`src/rtl/cpuPkg.sv`:
```
`default_nettype none

package cpuPkg;

   ////////////////////////////////////////
   // Fixed sizes
   ////////////////////////////////////////

   // One word is a register, a data value and a word address
   localparam int dataWidth = 16;
   localparam int regSelWidth = 3;
   localparam int numRegs = 1 << regSelWidth;

   ////////////////////////////////////////
   // Encodings
   ////////////////////////////////////////

   // Instruction opcodes in bits 15:11
   typedef enum logic [4:0] {
      opHalt  = 5'b00000,
      opNop   = 5'b00001,
      opJ     = 5'b00100,
      opJal   = 5'b00110,
      opAddi  = 5'b01000,
      opSubi  = 5'b01001,
      opXori  = 5'b01010,
      opAndni = 5'b01011,
      opBeqz  = 5'b01100,
      opBnez  = 5'b01101,
      opSt    = 5'b10000,
      opLd    = 5'b10001,
      opLbi   = 5'b11000,
      opAluR  = 5'b11011
   } opcodeT;

   // Subtraction is an add with A inverted and carry in set
   typedef enum logic [1:0] {aluAdd, aluXor, aluAndn} aluOpT;

   // Destination field of the register write
   typedef enum logic [1:0] {dstRt, dstRd, dstR7, dstRs} regDstT;

   // Write-back source
   typedef enum logic [1:0] {srcAlu, srcMem, srcPcLink, srcImm} regSrcT;

   // ALU B operand
   typedef enum logic [1:0] {bReg, bImm5, bImm8} bSrcT;

   typedef enum logic [2:0] {
      stFetch, stDecode, stExecute, stMemory, stWriteback, stHalted
   } stateT;

   ////////////////////////////////////////
   // Bundles
   ////////////////////////////////////////

   // Decoded controls of one instruction
   typedef struct packed {
      aluOpT  aluOp;
      logic   invA;
      logic   invB;
      logic   cin;
      bSrcT   bSrc;
      logic   memWrt;
      logic   memRd;
      logic   regWrt;
      regDstT regDst;
      regSrcT regSrc;
      logic   isBranch;
      logic   brOnZero;
      logic   isJump;
      logic   immSrc;     // 1 picks the 11-bit offset for the PC
      logic   halt;
   } ctrlT;

   // Master side of the Wishbone classic bus
   typedef struct packed {
      logic                 cyc;
      logic                 stb;
      logic                 we;
      logic [dataWidth-1:0] adr;
      logic [dataWidth-1:0] datWr;
   } wbReqT;

   // Slave side
   typedef struct packed {
      logic                 ack;
      logic [dataWidth-1:0] datRd;
   } wbRspT;

endpackage

`default_nettype wire

```
`src/rtl/alu.sv`:
```
`default_nettype none

module alu (
   input  cpuPkg::ctrlT                      ctrl,
   input  wire logic [cpuPkg::dataWidth-1:0] rsData,
   input  wire logic [cpuPkg::dataWidth-1:0] rtData,
   input  wire logic [cpuPkg::dataWidth-1:0] immFive,
   input  wire logic [cpuPkg::dataWidth-1:0] immEight,
   output logic      [cpuPkg::dataWidth-1:0] result,
   output logic                              takeBranch
);

   import cpuPkg::*;

   logic [dataWidth-1:0] opA;
   logic [dataWidth-1:0] opB;
   logic [dataWidth-1:0] bSel;
   logic                 rsZero;

   ////////////////////////////////////////
   // Operand select
   ////////////////////////////////////////

   always_comb begin
      case (ctrl.bSrc)
         bImm5:   bSel = immFive;
         bImm8:   bSel = immEight;
         default: bSel = rtData;
      endcase
   end

   // Inversion for subtract and and-not
   assign opA = ctrl.invA ? ~rsData : rsData;
   assign opB = ctrl.invB ? ~bSel : bSel;

   ////////////////////////////////////////
   // Operation
   ////////////////////////////////////////

   always_comb begin
      case (ctrl.aluOp)
         aluXor:  result = opA ^ opB;
         // B already inverted by decode
         aluAndn: result = opA & opB;
         // Add also gives the LD and ST address
         default: result = opA + opB + dataWidth'(ctrl.cin);
      endcase
   end

   // Branch condition on Rs alone
   assign rsZero = (rsData == '0);
   assign takeBranch = ctrl.isBranch & (ctrl.brOnZero == rsZero);

endmodule

`default_nettype wire

```
`src/rtl/cpuSequencer.sv`:
```
`default_nettype none

module cpuSequencer (
   input  wire logic                           clk,
   input  wire logic                           arstN,
   input  cpuPkg::ctrlT                        ctrl,
   input  wire logic [cpuPkg::dataWidth-1:0]   aluResult,
   input  wire logic                           takeBranch,
   input  wire logic [cpuPkg::dataWidth-1:0]   rtData,
   input  wire logic [cpuPkg::dataWidth-1:0]   immEight,
   input  wire logic [cpuPkg::dataWidth-1:0]   immEleven,
   input  wire logic                           busDone,
   input  wire logic [cpuPkg::dataWidth-1:0]   busRdData,
   output logic                                busStart,
   output logic                                busWe,
   output logic      [cpuPkg::dataWidth-1:0]   busAdr,
   output logic      [cpuPkg::dataWidth-1:0]   busWrData,
   output logic      [cpuPkg::dataWidth-1:0]   instr,
   output logic      [cpuPkg::regSelWidth-1:0] wrSel,
   output logic      [cpuPkg::dataWidth-1:0]   wrData,
   output logic                                wrEn,
   output logic                                halted
);

   import cpuPkg::*;

   stateT                state;
   logic [dataWidth-1:0] pc;
   logic [dataWidth-1:0] ir;
   logic [dataWidth-1:0] resultReg;
   logic [dataWidth-1:0] pcPlusOne;
   logic [dataWidth-1:0] pcOffset;
   logic [dataWidth-1:0] pcTarget;
   logic                 busWait;
   logic                 redirect;

   ////////////////////////////////////////
   // Next PC
   ////////////////////////////////////////

   // Word addresses so sequential flow is plus one
   assign pcPlusOne = pc + dataWidth'(1);
   assign pcOffset = ctrl.immSrc ? immEleven : immEight;
   assign redirect = ctrl.isJump | takeBranch;
   assign pcTarget = redirect ? pcPlusOne + pcOffset : pcPlusOne;

   ////////////////////////////////////////
   // State machine
   ////////////////////////////////////////

   always_ff @(posedge clk or negedge arstN) begin
      if (!arstN) begin
         state <= stFetch;
         pc <= '0;
         busWait <= 1'b0;
      end else begin
         // One bus request outstanding at most
         if (busStart) begin
            busWait <= 1'b1;
         end else if (busDone) begin
            busWait <= 1'b0;
         end
         case (state)
            stFetch:     if (busDone) state <= stDecode;
            stDecode:    state <= ctrl.halt ? stHalted : stExecute;
            stExecute: begin
               pc <= pcTarget;
               state <= (ctrl.memRd | ctrl.memWrt) ? stMemory : stWriteback;
            end
            stMemory:    if (busDone) state <= stWriteback;
            stWriteback: state <= stFetch;
            // Left only through reset
            stHalted:    state <= stHalted;
            default:     state <= stFetch;
         endcase
      end
   end

   // Instruction and result registers
   always_ff @(posedge clk) begin
      if ((state == stFetch) && busDone) begin
         ir <= busRdData;
      end
      if (state == stExecute) begin
         resultReg <= (ctrl.regSrc == srcPcLink) ? pcPlusOne : aluResult;
      end
   end

   // Bus request, fetch uses PC and memory uses the ALU address
   assign busStart = ((state == stFetch) || (state == stMemory)) && !busWait;
   assign busWe = (state == stMemory) & ctrl.memWrt;
   assign busAdr = (state == stMemory) ? resultReg : pc;
   assign busWrData = rtData;

   assign instr = ir;

   always_comb begin
      case (ctrl.regDst)
         dstRd:   wrSel = ir[4:2];
         dstR7:   wrSel = 3'd7;
         dstRs:   wrSel = ir[10:8];
         default: wrSel = ir[7:5];
      endcase
      case (ctrl.regSrc)
         srcMem:  wrData = busRdData;
         srcImm:  wrData = immEight;
         // Link value sits in the result register too
         default: wrData = resultReg;
      endcase
   end

   // Decode masks this with regWrt
   assign wrEn = (state == stWriteback);
   assign halted = (state == stHalted);

endmodule

`default_nettype wire

```
`src/rtl/cpuTop.sv`:
```
`default_nettype none

module cpuTop (
   input  wire logic     clk,
   input  wire logic     arstN,
   output cpuPkg::wbReqT wbReq,
   input  cpuPkg::wbRspT wbRsp,
   output logic          halted
);

   import cpuPkg::*;

   ctrlT                   ctrl;
   logic [dataWidth-1:0]   instr;
   logic [dataWidth-1:0]   rsData;
   logic [dataWidth-1:0]   rtData;
   logic [dataWidth-1:0]   immFive;
   logic [dataWidth-1:0]   immEight;
   logic [dataWidth-1:0]   immEleven;
   logic [dataWidth-1:0]   aluResult;
   logic                   takeBranch;
   logic [regSelWidth-1:0] wrSel;
   logic [dataWidth-1:0]   wrData;
   logic                   wrEn;
   // Sequencer to bus master
   logic                   busStart;
   logic                   busWe;
   logic [dataWidth-1:0]   busAdr;
   logic [dataWidth-1:0]   busWrData;
   logic                   busDone;
   logic [dataWidth-1:0]   busRdData;

   cpuSequencer i_cpuSequencer (
      .clk, .arstN, .ctrl, .aluResult, .takeBranch, .rtData, .immEight, .immEleven,
      .busDone, .busRdData, .busStart, .busWe, .busAdr, .busWrData,
      .instr, .wrSel, .wrData, .wrEn, .halted
   );

   decode i_decode (
      .clk, .arstN, .instr, .wrSel, .wrData, .wrEn,
      .ctrl, .rsData, .rtData, .immFive, .immEight, .immEleven
   );

   alu i_alu (
      .ctrl, .rsData, .rtData, .immFive, .immEight,
      .result (aluResult),
      .takeBranch
   );

   // Single Wishbone port for fetch and data
   wbMaster i_wbMaster (
      .clk, .arstN, .busStart, .busWe, .busAdr, .busWrData,
      .busDone, .busRdData, .wbReq, .wbRsp
   );

endmodule

`default_nettype wire

```
`src/rtl/decode.sv`:
```
`default_nettype none

module decode (
   input  wire logic                           clk,
   input  wire logic                           arstN,
   input  wire logic [cpuPkg::dataWidth-1:0]   instr,
   input  wire logic [cpuPkg::regSelWidth-1:0] wrSel,
   input  wire logic [cpuPkg::dataWidth-1:0]   wrData,
   input  wire logic                           wrEn,
   output cpuPkg::ctrlT                        ctrl,
   output logic      [cpuPkg::dataWidth-1:0]   rsData,
   output logic      [cpuPkg::dataWidth-1:0]   rtData,
   output logic      [cpuPkg::dataWidth-1:0]   immFive,
   output logic      [cpuPkg::dataWidth-1:0]   immEight,
   output logic      [cpuPkg::dataWidth-1:0]   immEleven
);

   import cpuPkg::*;

   opcodeT     opcode;
   logic [1:0] func;
   logic       zeroExt;

   assign opcode = opcodeT'(instr[15:11]);
   // Function bits of the register-register group
   assign func = instr[1:0];

   ////////////////////////////////////////
   // Control decode
   ////////////////////////////////////////

   always_comb begin
      // Defaults describe a NOP
      ctrl = '0;
      ctrl.aluOp = aluAdd;
      ctrl.bSrc = bReg;
      ctrl.regDst = dstRt;
      ctrl.regSrc = srcAlu;
      case (opcode)
         opHalt: ctrl.halt = 1'b1;
         opAddi: begin
            ctrl.bSrc = bImm5;
            ctrl.regWrt = 1'b1;
         end
         // Immediate minus Rs
         opSubi: begin
            ctrl.bSrc = bImm5;
            ctrl.invA = 1'b1;
            ctrl.cin = 1'b1;
            ctrl.regWrt = 1'b1;
         end
         opXori: begin
            ctrl.aluOp = aluXor;
            ctrl.bSrc = bImm5;
            ctrl.regWrt = 1'b1;
         end
         opAndni: begin
            ctrl.aluOp = aluAndn;
            ctrl.bSrc = bImm5;
            ctrl.invB = 1'b1;
            ctrl.regWrt = 1'b1;
         end
         // Address is Rs plus imm5 for both memory ops
         opSt: begin
            ctrl.bSrc = bImm5;
            ctrl.memWrt = 1'b1;
         end
         opLd: begin
            ctrl.bSrc = bImm5;
            ctrl.memRd = 1'b1;
            ctrl.regWrt = 1'b1;
            ctrl.regSrc = srcMem;
         end
         // LBI writes its own Rs field
         opLbi: begin
            ctrl.bSrc = bImm8;
            ctrl.regWrt = 1'b1;
            ctrl.regDst = dstRs;
            ctrl.regSrc = srcImm;
         end
         opBeqz: begin
            ctrl.isBranch = 1'b1;
            ctrl.brOnZero = 1'b1;
         end
         opBnez: ctrl.isBranch = 1'b1;
         opJ: begin
            ctrl.isJump = 1'b1;
            ctrl.immSrc = 1'b1;
         end
         // JAL links PC plus one into R7
         opJal: begin
            ctrl.isJump = 1'b1;
            ctrl.immSrc = 1'b1;
            ctrl.regWrt = 1'b1;
            ctrl.regDst = dstR7;
            ctrl.regSrc = srcPcLink;
         end
         opAluR: begin
            ctrl.regWrt = 1'b1;
            ctrl.regDst = dstRd;
            case (func)
               2'b00: ctrl.aluOp = aluAdd;
               // Rt minus Rs
               2'b01: begin
                  ctrl.invA = 1'b1;
                  ctrl.cin = 1'b1;
               end
               2'b10: ctrl.aluOp = aluXor;
               default: begin
                  ctrl.aluOp = aluAndn;
                  ctrl.invB = 1'b1;
               end
            endcase
         end
         // NOP and unsupported opcodes keep the defaults
         default: ;
      endcase
   end

   ////////////////////////////////////////
   // Immediates
   ////////////////////////////////////////

   // Logic immediates are zero extended
   assign zeroExt = (opcode == opXori) || (opcode == opAndni);

   assign immFive = zeroExt ? {11'b0, instr[4:0]} : {{11{instr[4]}}, instr[4:0]};
   assign immEight = zeroExt ? {8'b0, instr[7:0]} : {{8{instr[7]}}, instr[7:0]};
   assign immEleven = {{5{instr[10]}}, instr[10:0]};

   // Rs on port A, Rt on port B
   regFile i_regFile (
      .clk     (clk),
      .arstN   (arstN),
      .rdSelA  (instr[10:8]),
      .rdSelB  (instr[7:5]),
      .wrSel   (wrSel),
      .wrData  (wrData),
      .wrEn    (wrEn & ctrl.regWrt),
      .rdDataA (rsData),
      .rdDataB (rtData)
   );

endmodule

`default_nettype wire

```
`src/rtl/regFile.sv`:
```
`default_nettype none

module regFile (
   input  wire logic                           clk,
   input  wire logic                           arstN,
   input  wire logic [cpuPkg::regSelWidth-1:0] rdSelA,
   input  wire logic [cpuPkg::regSelWidth-1:0] rdSelB,
   input  wire logic [cpuPkg::regSelWidth-1:0] wrSel,
   input  wire logic [cpuPkg::dataWidth-1:0]   wrData,
   input  wire logic                           wrEn,
   output logic      [cpuPkg::dataWidth-1:0]   rdDataA,
   output logic      [cpuPkg::dataWidth-1:0]   rdDataB
);

   import cpuPkg::*;

   // Eight general registers, R7 doubles as the link register
   logic [dataWidth-1:0] regs [numRegs];

   // All registers start at zero
   always_ff @(posedge clk or negedge arstN) begin
      if (!arstN) begin
         for (int i = 0; i < numRegs; i++) begin
            regs[i] <= '0;
         end
      end else if (wrEn) begin
         regs[wrSel] <= wrData;
      end
   end

   // Combinational reads
   // No write bypass since reads and writes never share a state
   assign rdDataA = regs[rdSelA];
   assign rdDataB = regs[rdSelB];

endmodule

`default_nettype wire

```
`src/rtl/wbMaster.sv`:
```
`default_nettype none

module wbMaster (
   input  wire logic                         clk,
   input  wire logic                         arstN,
   input  wire logic                         busStart,
   input  wire logic                         busWe,
   input  wire logic [cpuPkg::dataWidth-1:0] busAdr,
   input  wire logic [cpuPkg::dataWidth-1:0] busWrData,
   output logic                              busDone,
   output logic      [cpuPkg::dataWidth-1:0] busRdData,
   output cpuPkg::wbReqT                     wbReq,
   input  cpuPkg::wbRspT                     wbRsp
);

   import cpuPkg::*;

   logic                 cycReg;
   logic                 weReg;
   logic [dataWidth-1:0] adrReg;
   logic [dataWidth-1:0] datReg;
   logic                 ackSeen;

   // Slave answer during an open cycle
   assign ackSeen = cycReg & wbRsp.ack;

   // Cycle control
   always_ff @(posedge clk or negedge arstN) begin
      if (!arstN) begin
         cycReg <= 1'b0;
         weReg <= 1'b0;
         busDone <= 1'b0;
      end else begin
         busDone <= ackSeen;
         if (busStart) begin
            cycReg <= 1'b1;
            weReg <= busWe;
         end else if (ackSeen) begin
            // Drop the cycle right after ack
            cycReg <= 1'b0;
            weReg <= 1'b0;
         end
      end
   end

   // Address and data held for the whole cycle
   always_ff @(posedge clk) begin
      if (busStart) begin
         adrReg <= busAdr;
         datReg <= busWrData;
      end
      // Read word captured on the ack edge
      if (ackSeen) begin
         busRdData <= wbRsp.datRd;
      end
   end

   // Classic single cycle, stb follows cyc
   always_comb begin
      wbReq.cyc = cycReg;
      wbReq.stb = cycReg;
      wbReq.we = weReg;
      wbReq.adr = adrReg;
      wbReq.datWr = datReg;
   end

endmodule

`default_nettype wire

```
`config.mk`:
```
export PLATFORM = sky130hd
export DESIGN_NAME = cpuTop
export DESIGN_NICKNAME = d
export VERILOG_FILES = /design/src/rtl/cpuPkg.sv /design/src/rtl/alu.sv /design/src/rtl/cpuSequencer.sv /design/src/rtl/cpuTop.sv /design/src/rtl/decode.sv /design/src/rtl/regFile.sv /design/src/rtl/wbMaster.sv
export SDC_FILE = /design/constraint.sdc
export NUM_CORES = 1
export LEC_CHECK = 0
export ABC_AREA = 1
export BUFFER_PORTS_ARGS = -buffer_cell sky130_fd_sc_hd__buf_2
export CORE_ASPECT_RATIO = 0.5
export CORE_MARGIN = 5
export CORE_UTILIZATION = 65
export DETAILED_ROUTE_END_ITERATION = 6
export PLACE_DENSITY = 0.81
export SLEW_MARGIN = 40
export SYNTH_ARGS = -nofsm -noshare
export SYNTH_HDL_FRONTEND = slang
export SYNTH_SLANG_ARGS = --single-unit
```
`constraint.sdc`:
```
create_clock -name clk -period 12.2 [get_ports clk]
set_input_delay 1.83 -clock clk [delete_from_list [all_inputs] [get_ports clk]]
set_output_delay 1.83 -clock clk [all_outputs]
set_load 0.02 [all_outputs]
```
==> results.ini <==
[run_status]
status=finished clean

[run]
cap_viol_max_count=0

[sta]
period_minus_slack_ns=4.84
skew_ns=0.0206
tns_ns=0
hold_viol=0
worstMarginPinSlew_ns=0.886
drv_slew=0
grt_setup_unrepaired=no
final-setup-viol-count=0
finalCritPeriodShare_pct=39.6
fmax_mhz=207
slew-limit-headroom_pct=40.4

[critical_path]
critPathKind=reg2reg
worst_r2r_endpoint=i_cpuSequencer.resultReg[15]
worstPathRequired_ns=12.48
cp_max_fo=23
reg2reg_depth=18
critPathCaptureType=register
startpoint_type=register
rrSetupSlack_ns=7.36
worstReg2RegStart=i_cpuSequencer.instr[15]
crit_end=i_cpuSequencer.resultReg[15]
startpoint=i_cpuSequencer.instr[15]
crit_arrival_ns=5.12

[pwr]
combPwrFrac_pct=43.1
internal_power_mw=2.10
power.switching_mw=1.57
p_sw_share_pct=42.8
pwr-share-clk_pct=21.0
vdd_ir_drop_max_v=0.000138
p_leak_nw=6.58
power_density_nw_per_um2=241
power_frac_seq_pct=36.0

[min_path]
hold_depth=0
hold_class=reg2reg

[finish]
num_antenna_cells=0
layout.nets=1815
fin_util_pct=70.9
fin_area_um2=15200
area_growth_pct=8.45
drive_gt1_share_pct=9.53

[synthesis]
ys_seq_elements=231
synth_edf_count=80
ys_seq_area_share_pct=44.1
syn_area_um2=14000
ys_warn_count=0
async_flop_share_pct=65.4
ys_types=54
syn-instance-count=1757
syn-num-nets=1814
synthFlopType=dfrtp_1
syn_avg_cell_area_um2=7.98

[floorplanning]
die_h_um=114
start_util_pct=65.4
core-area_um2=21400
ioPinCount=55
die_w_um=218
die_area_um2=24800
rows=38

[clocking]
numCtsBuffers=22
cts_hold_buf=0
cts_tree=yes
root_buffer=clkbuf_16
ctsResizeCount=0
path_clk_slew_ns=0.07
post_cts_buffers=0
cts_buffer_depth=3
htreeDepth=1
clock_latency_ns=0.55
clock_sinks=231

[grt]
grt_pass1_wl_um=67600
globalRouteTotalUtil_pct=34.5
antenna_found_initial=0
grt_max_degree=99
overflow=0
grt_pass1_vias=12000

[placement]
dp_hpwl_um=28600
port_buffers=54
placed_cell_area_um2=14400
place.gp.congestion=0.985

[detailed_routing]
drc=0
first_iter_violations=1583
postRouteAntennaNets=0
vias=12900
drt-total-wl_um=42600
first_pass_iters=5
routed_via_density=6.23
wl_per_cell_um=20.6

metrics by stage:
stage	hold slack (ns)	worst slack, ns	power (mW)	cells
floorplan	0.447	8.24	2.40	1757
CTS	0.476	7.53	3.63	2074
global route	0.489	6.85	3.91	2074
global placement	0.461	7.69	2.80	2032
finish	0.476	7.36	3.67	2074
detailed placement	0.460	7.58	2.85	2034
Yosys cell counts, drive strengths merged, types with 2 or more instances:
cell type | count | area share, %
a211oi | 4 | 0.21
a21oi | 123 | 4.4
a221oi | 17 | 2.6
a22o | 2 | 0.12
a22oi | 3 | 0.16
a31oi | 6 | 0.27
buf | 64 | 2.5
clkbuf | 31 | 0.83
clkinv | 3 | 0.080
dfrtp | 151 | 27
edfxtp | 80 | 17
fa | 2 | 0.29
ha | 36 | 3.2
inv | 134 | 3.6
nand2 | 494 | 13
nand3 | 138 | 5.0
nand3b | 2 | 0.11
nand4 | 3 | 0.13
nor2 | 77 | 2.3
nor3 | 11 | 0.50
nor4 | 4 | 0.22
o211ai | 5 | 0.27
o21ai | 266 | 9.6
o21bai | 3 | 0.16
o22ai | 7 | 0.31
o311ai | 2 | 0.25
o31ai | 16 | 0.86
or2 | 2 | 0.089
xnor2 | 15 | 0.94
xor2 | 49 | 3.1
layer usage:
metal	up-vias	GRT usage [%]	wire length, um
met2	744	50.5	18100
met4	0	8.37	972
met1	6157	51.1	18600
met3	95	9.81	4980
met5	-	0	0
li1	5935	-	-
sequential cells by signal, indices dropped and copies added (netlist names):
| register | flops |
|---|---|
| i_decode.i_regFile.regs | 128 |
| i_cpuSequencer.instr | 16 |
| i_cpuSequencer.pc | 16 |
| i_cpuSequencer.resultReg | 16 |
| i_wbMaster.adrReg | 16 |
| i_wbMaster.busRdData | 16 |
| i_wbMaster.datReg | 16 |
| i_cpuSequencer.state | 3 |
| i_cpuSequencer.busWait | 1 |
| i_wbMaster.busDone | 1 |
| i_wbMaster.cycReg | 1 |
| i_wbMaster.weReg | 1 |
power groups by stage:
stage	combinational [mW]	sequential (mW)	clock, mW
global route	1.75	1.35	0.809
finish	1.58	1.32	0.770
floorplan	1.07	1.32	0
CTS	1.54	1.31	0.775
global placement	1.48	1.32	0
detailed placement	1.53	1.32	0
how the worst min path moves through the flow:
| stage | end | slack [ns] | start |
|---|---|---|---|
| floorplan | i_cpuSequencer.instr[0] | 0.45 | i_wbMaster.busRdData[0] |
| global placement | i_cpuSequencer.instr[4] | 0.46 | i_wbMaster.busRdData[4] |
| detailed placement | i_cpuSequencer.instr[1] | 0.46 | i_wbMaster.busRdData[1] |
| CTS | i_cpuSequencer.instr[1] | 0.48 | i_wbMaster.busRdData[1] |
| global route | i_cpuSequencer.instr[2] | 0.49 | i_wbMaster.busRdData[2] |
| finish | i_cpuSequencer.instr[1] | 0.48 | i_wbMaster.busRdData[1] |
worst max-delay path: stages, from the launching register on:
cell and delay (ns):
edfxtp_1 0.54, inv_1 0.28, o21ai_0 0.21, nor2_1 0.29
inv_1 0.08, ha_1 0.36, inv_1 0.42, o211ai_1 0.33
o21ai_0 0.19, xor2_1 0.17, ha_1 0.31, inv_1 0.10
o21ai_0 0.13, a21oi_1 0.25, nor2_1 0.06, a2111oi_0 0.52
nand3_1 0.16, nand3_1 0.11, a21oi_1 0.07
cell families after synthesis:
logic type / Yosys count / share of synthesized area, %
AND/OR/NAND/NOR: 731 / 21.8
AO/OA/AOI/OAI: 461 / 19.6
buffers and inverters: 232 / 7.01
flip-flops: 231 / 44.1
XOR/XNOR: 64 / 4.00
adder cells (fa/ha/maj): 38 / 3.50
cell type report:
cell class	instances	area [um2]
inverters	137	519
flip-flops and latches	231	6180
clock inverters	12	209
multi-input cells	1294	6890
fillers	1690	6240
well taps	300	375
repair buffers	72	438
clock buffers	28	593
cells in the final DEF (no fill, tap or decap), types with 53 or more instances in the layout:
master,netlist,layout
a21oi_1,121,120
buf_2,41,53
dfrtp_1,151,151
edfxtp_1,80,80
inv_1,122,120
nand2_1,487,484
nand3_1,137,137
nor2_1,68,67
o21ai_0,184,184
o21ai_1,80,80
(Power assumes the default switching activity.)
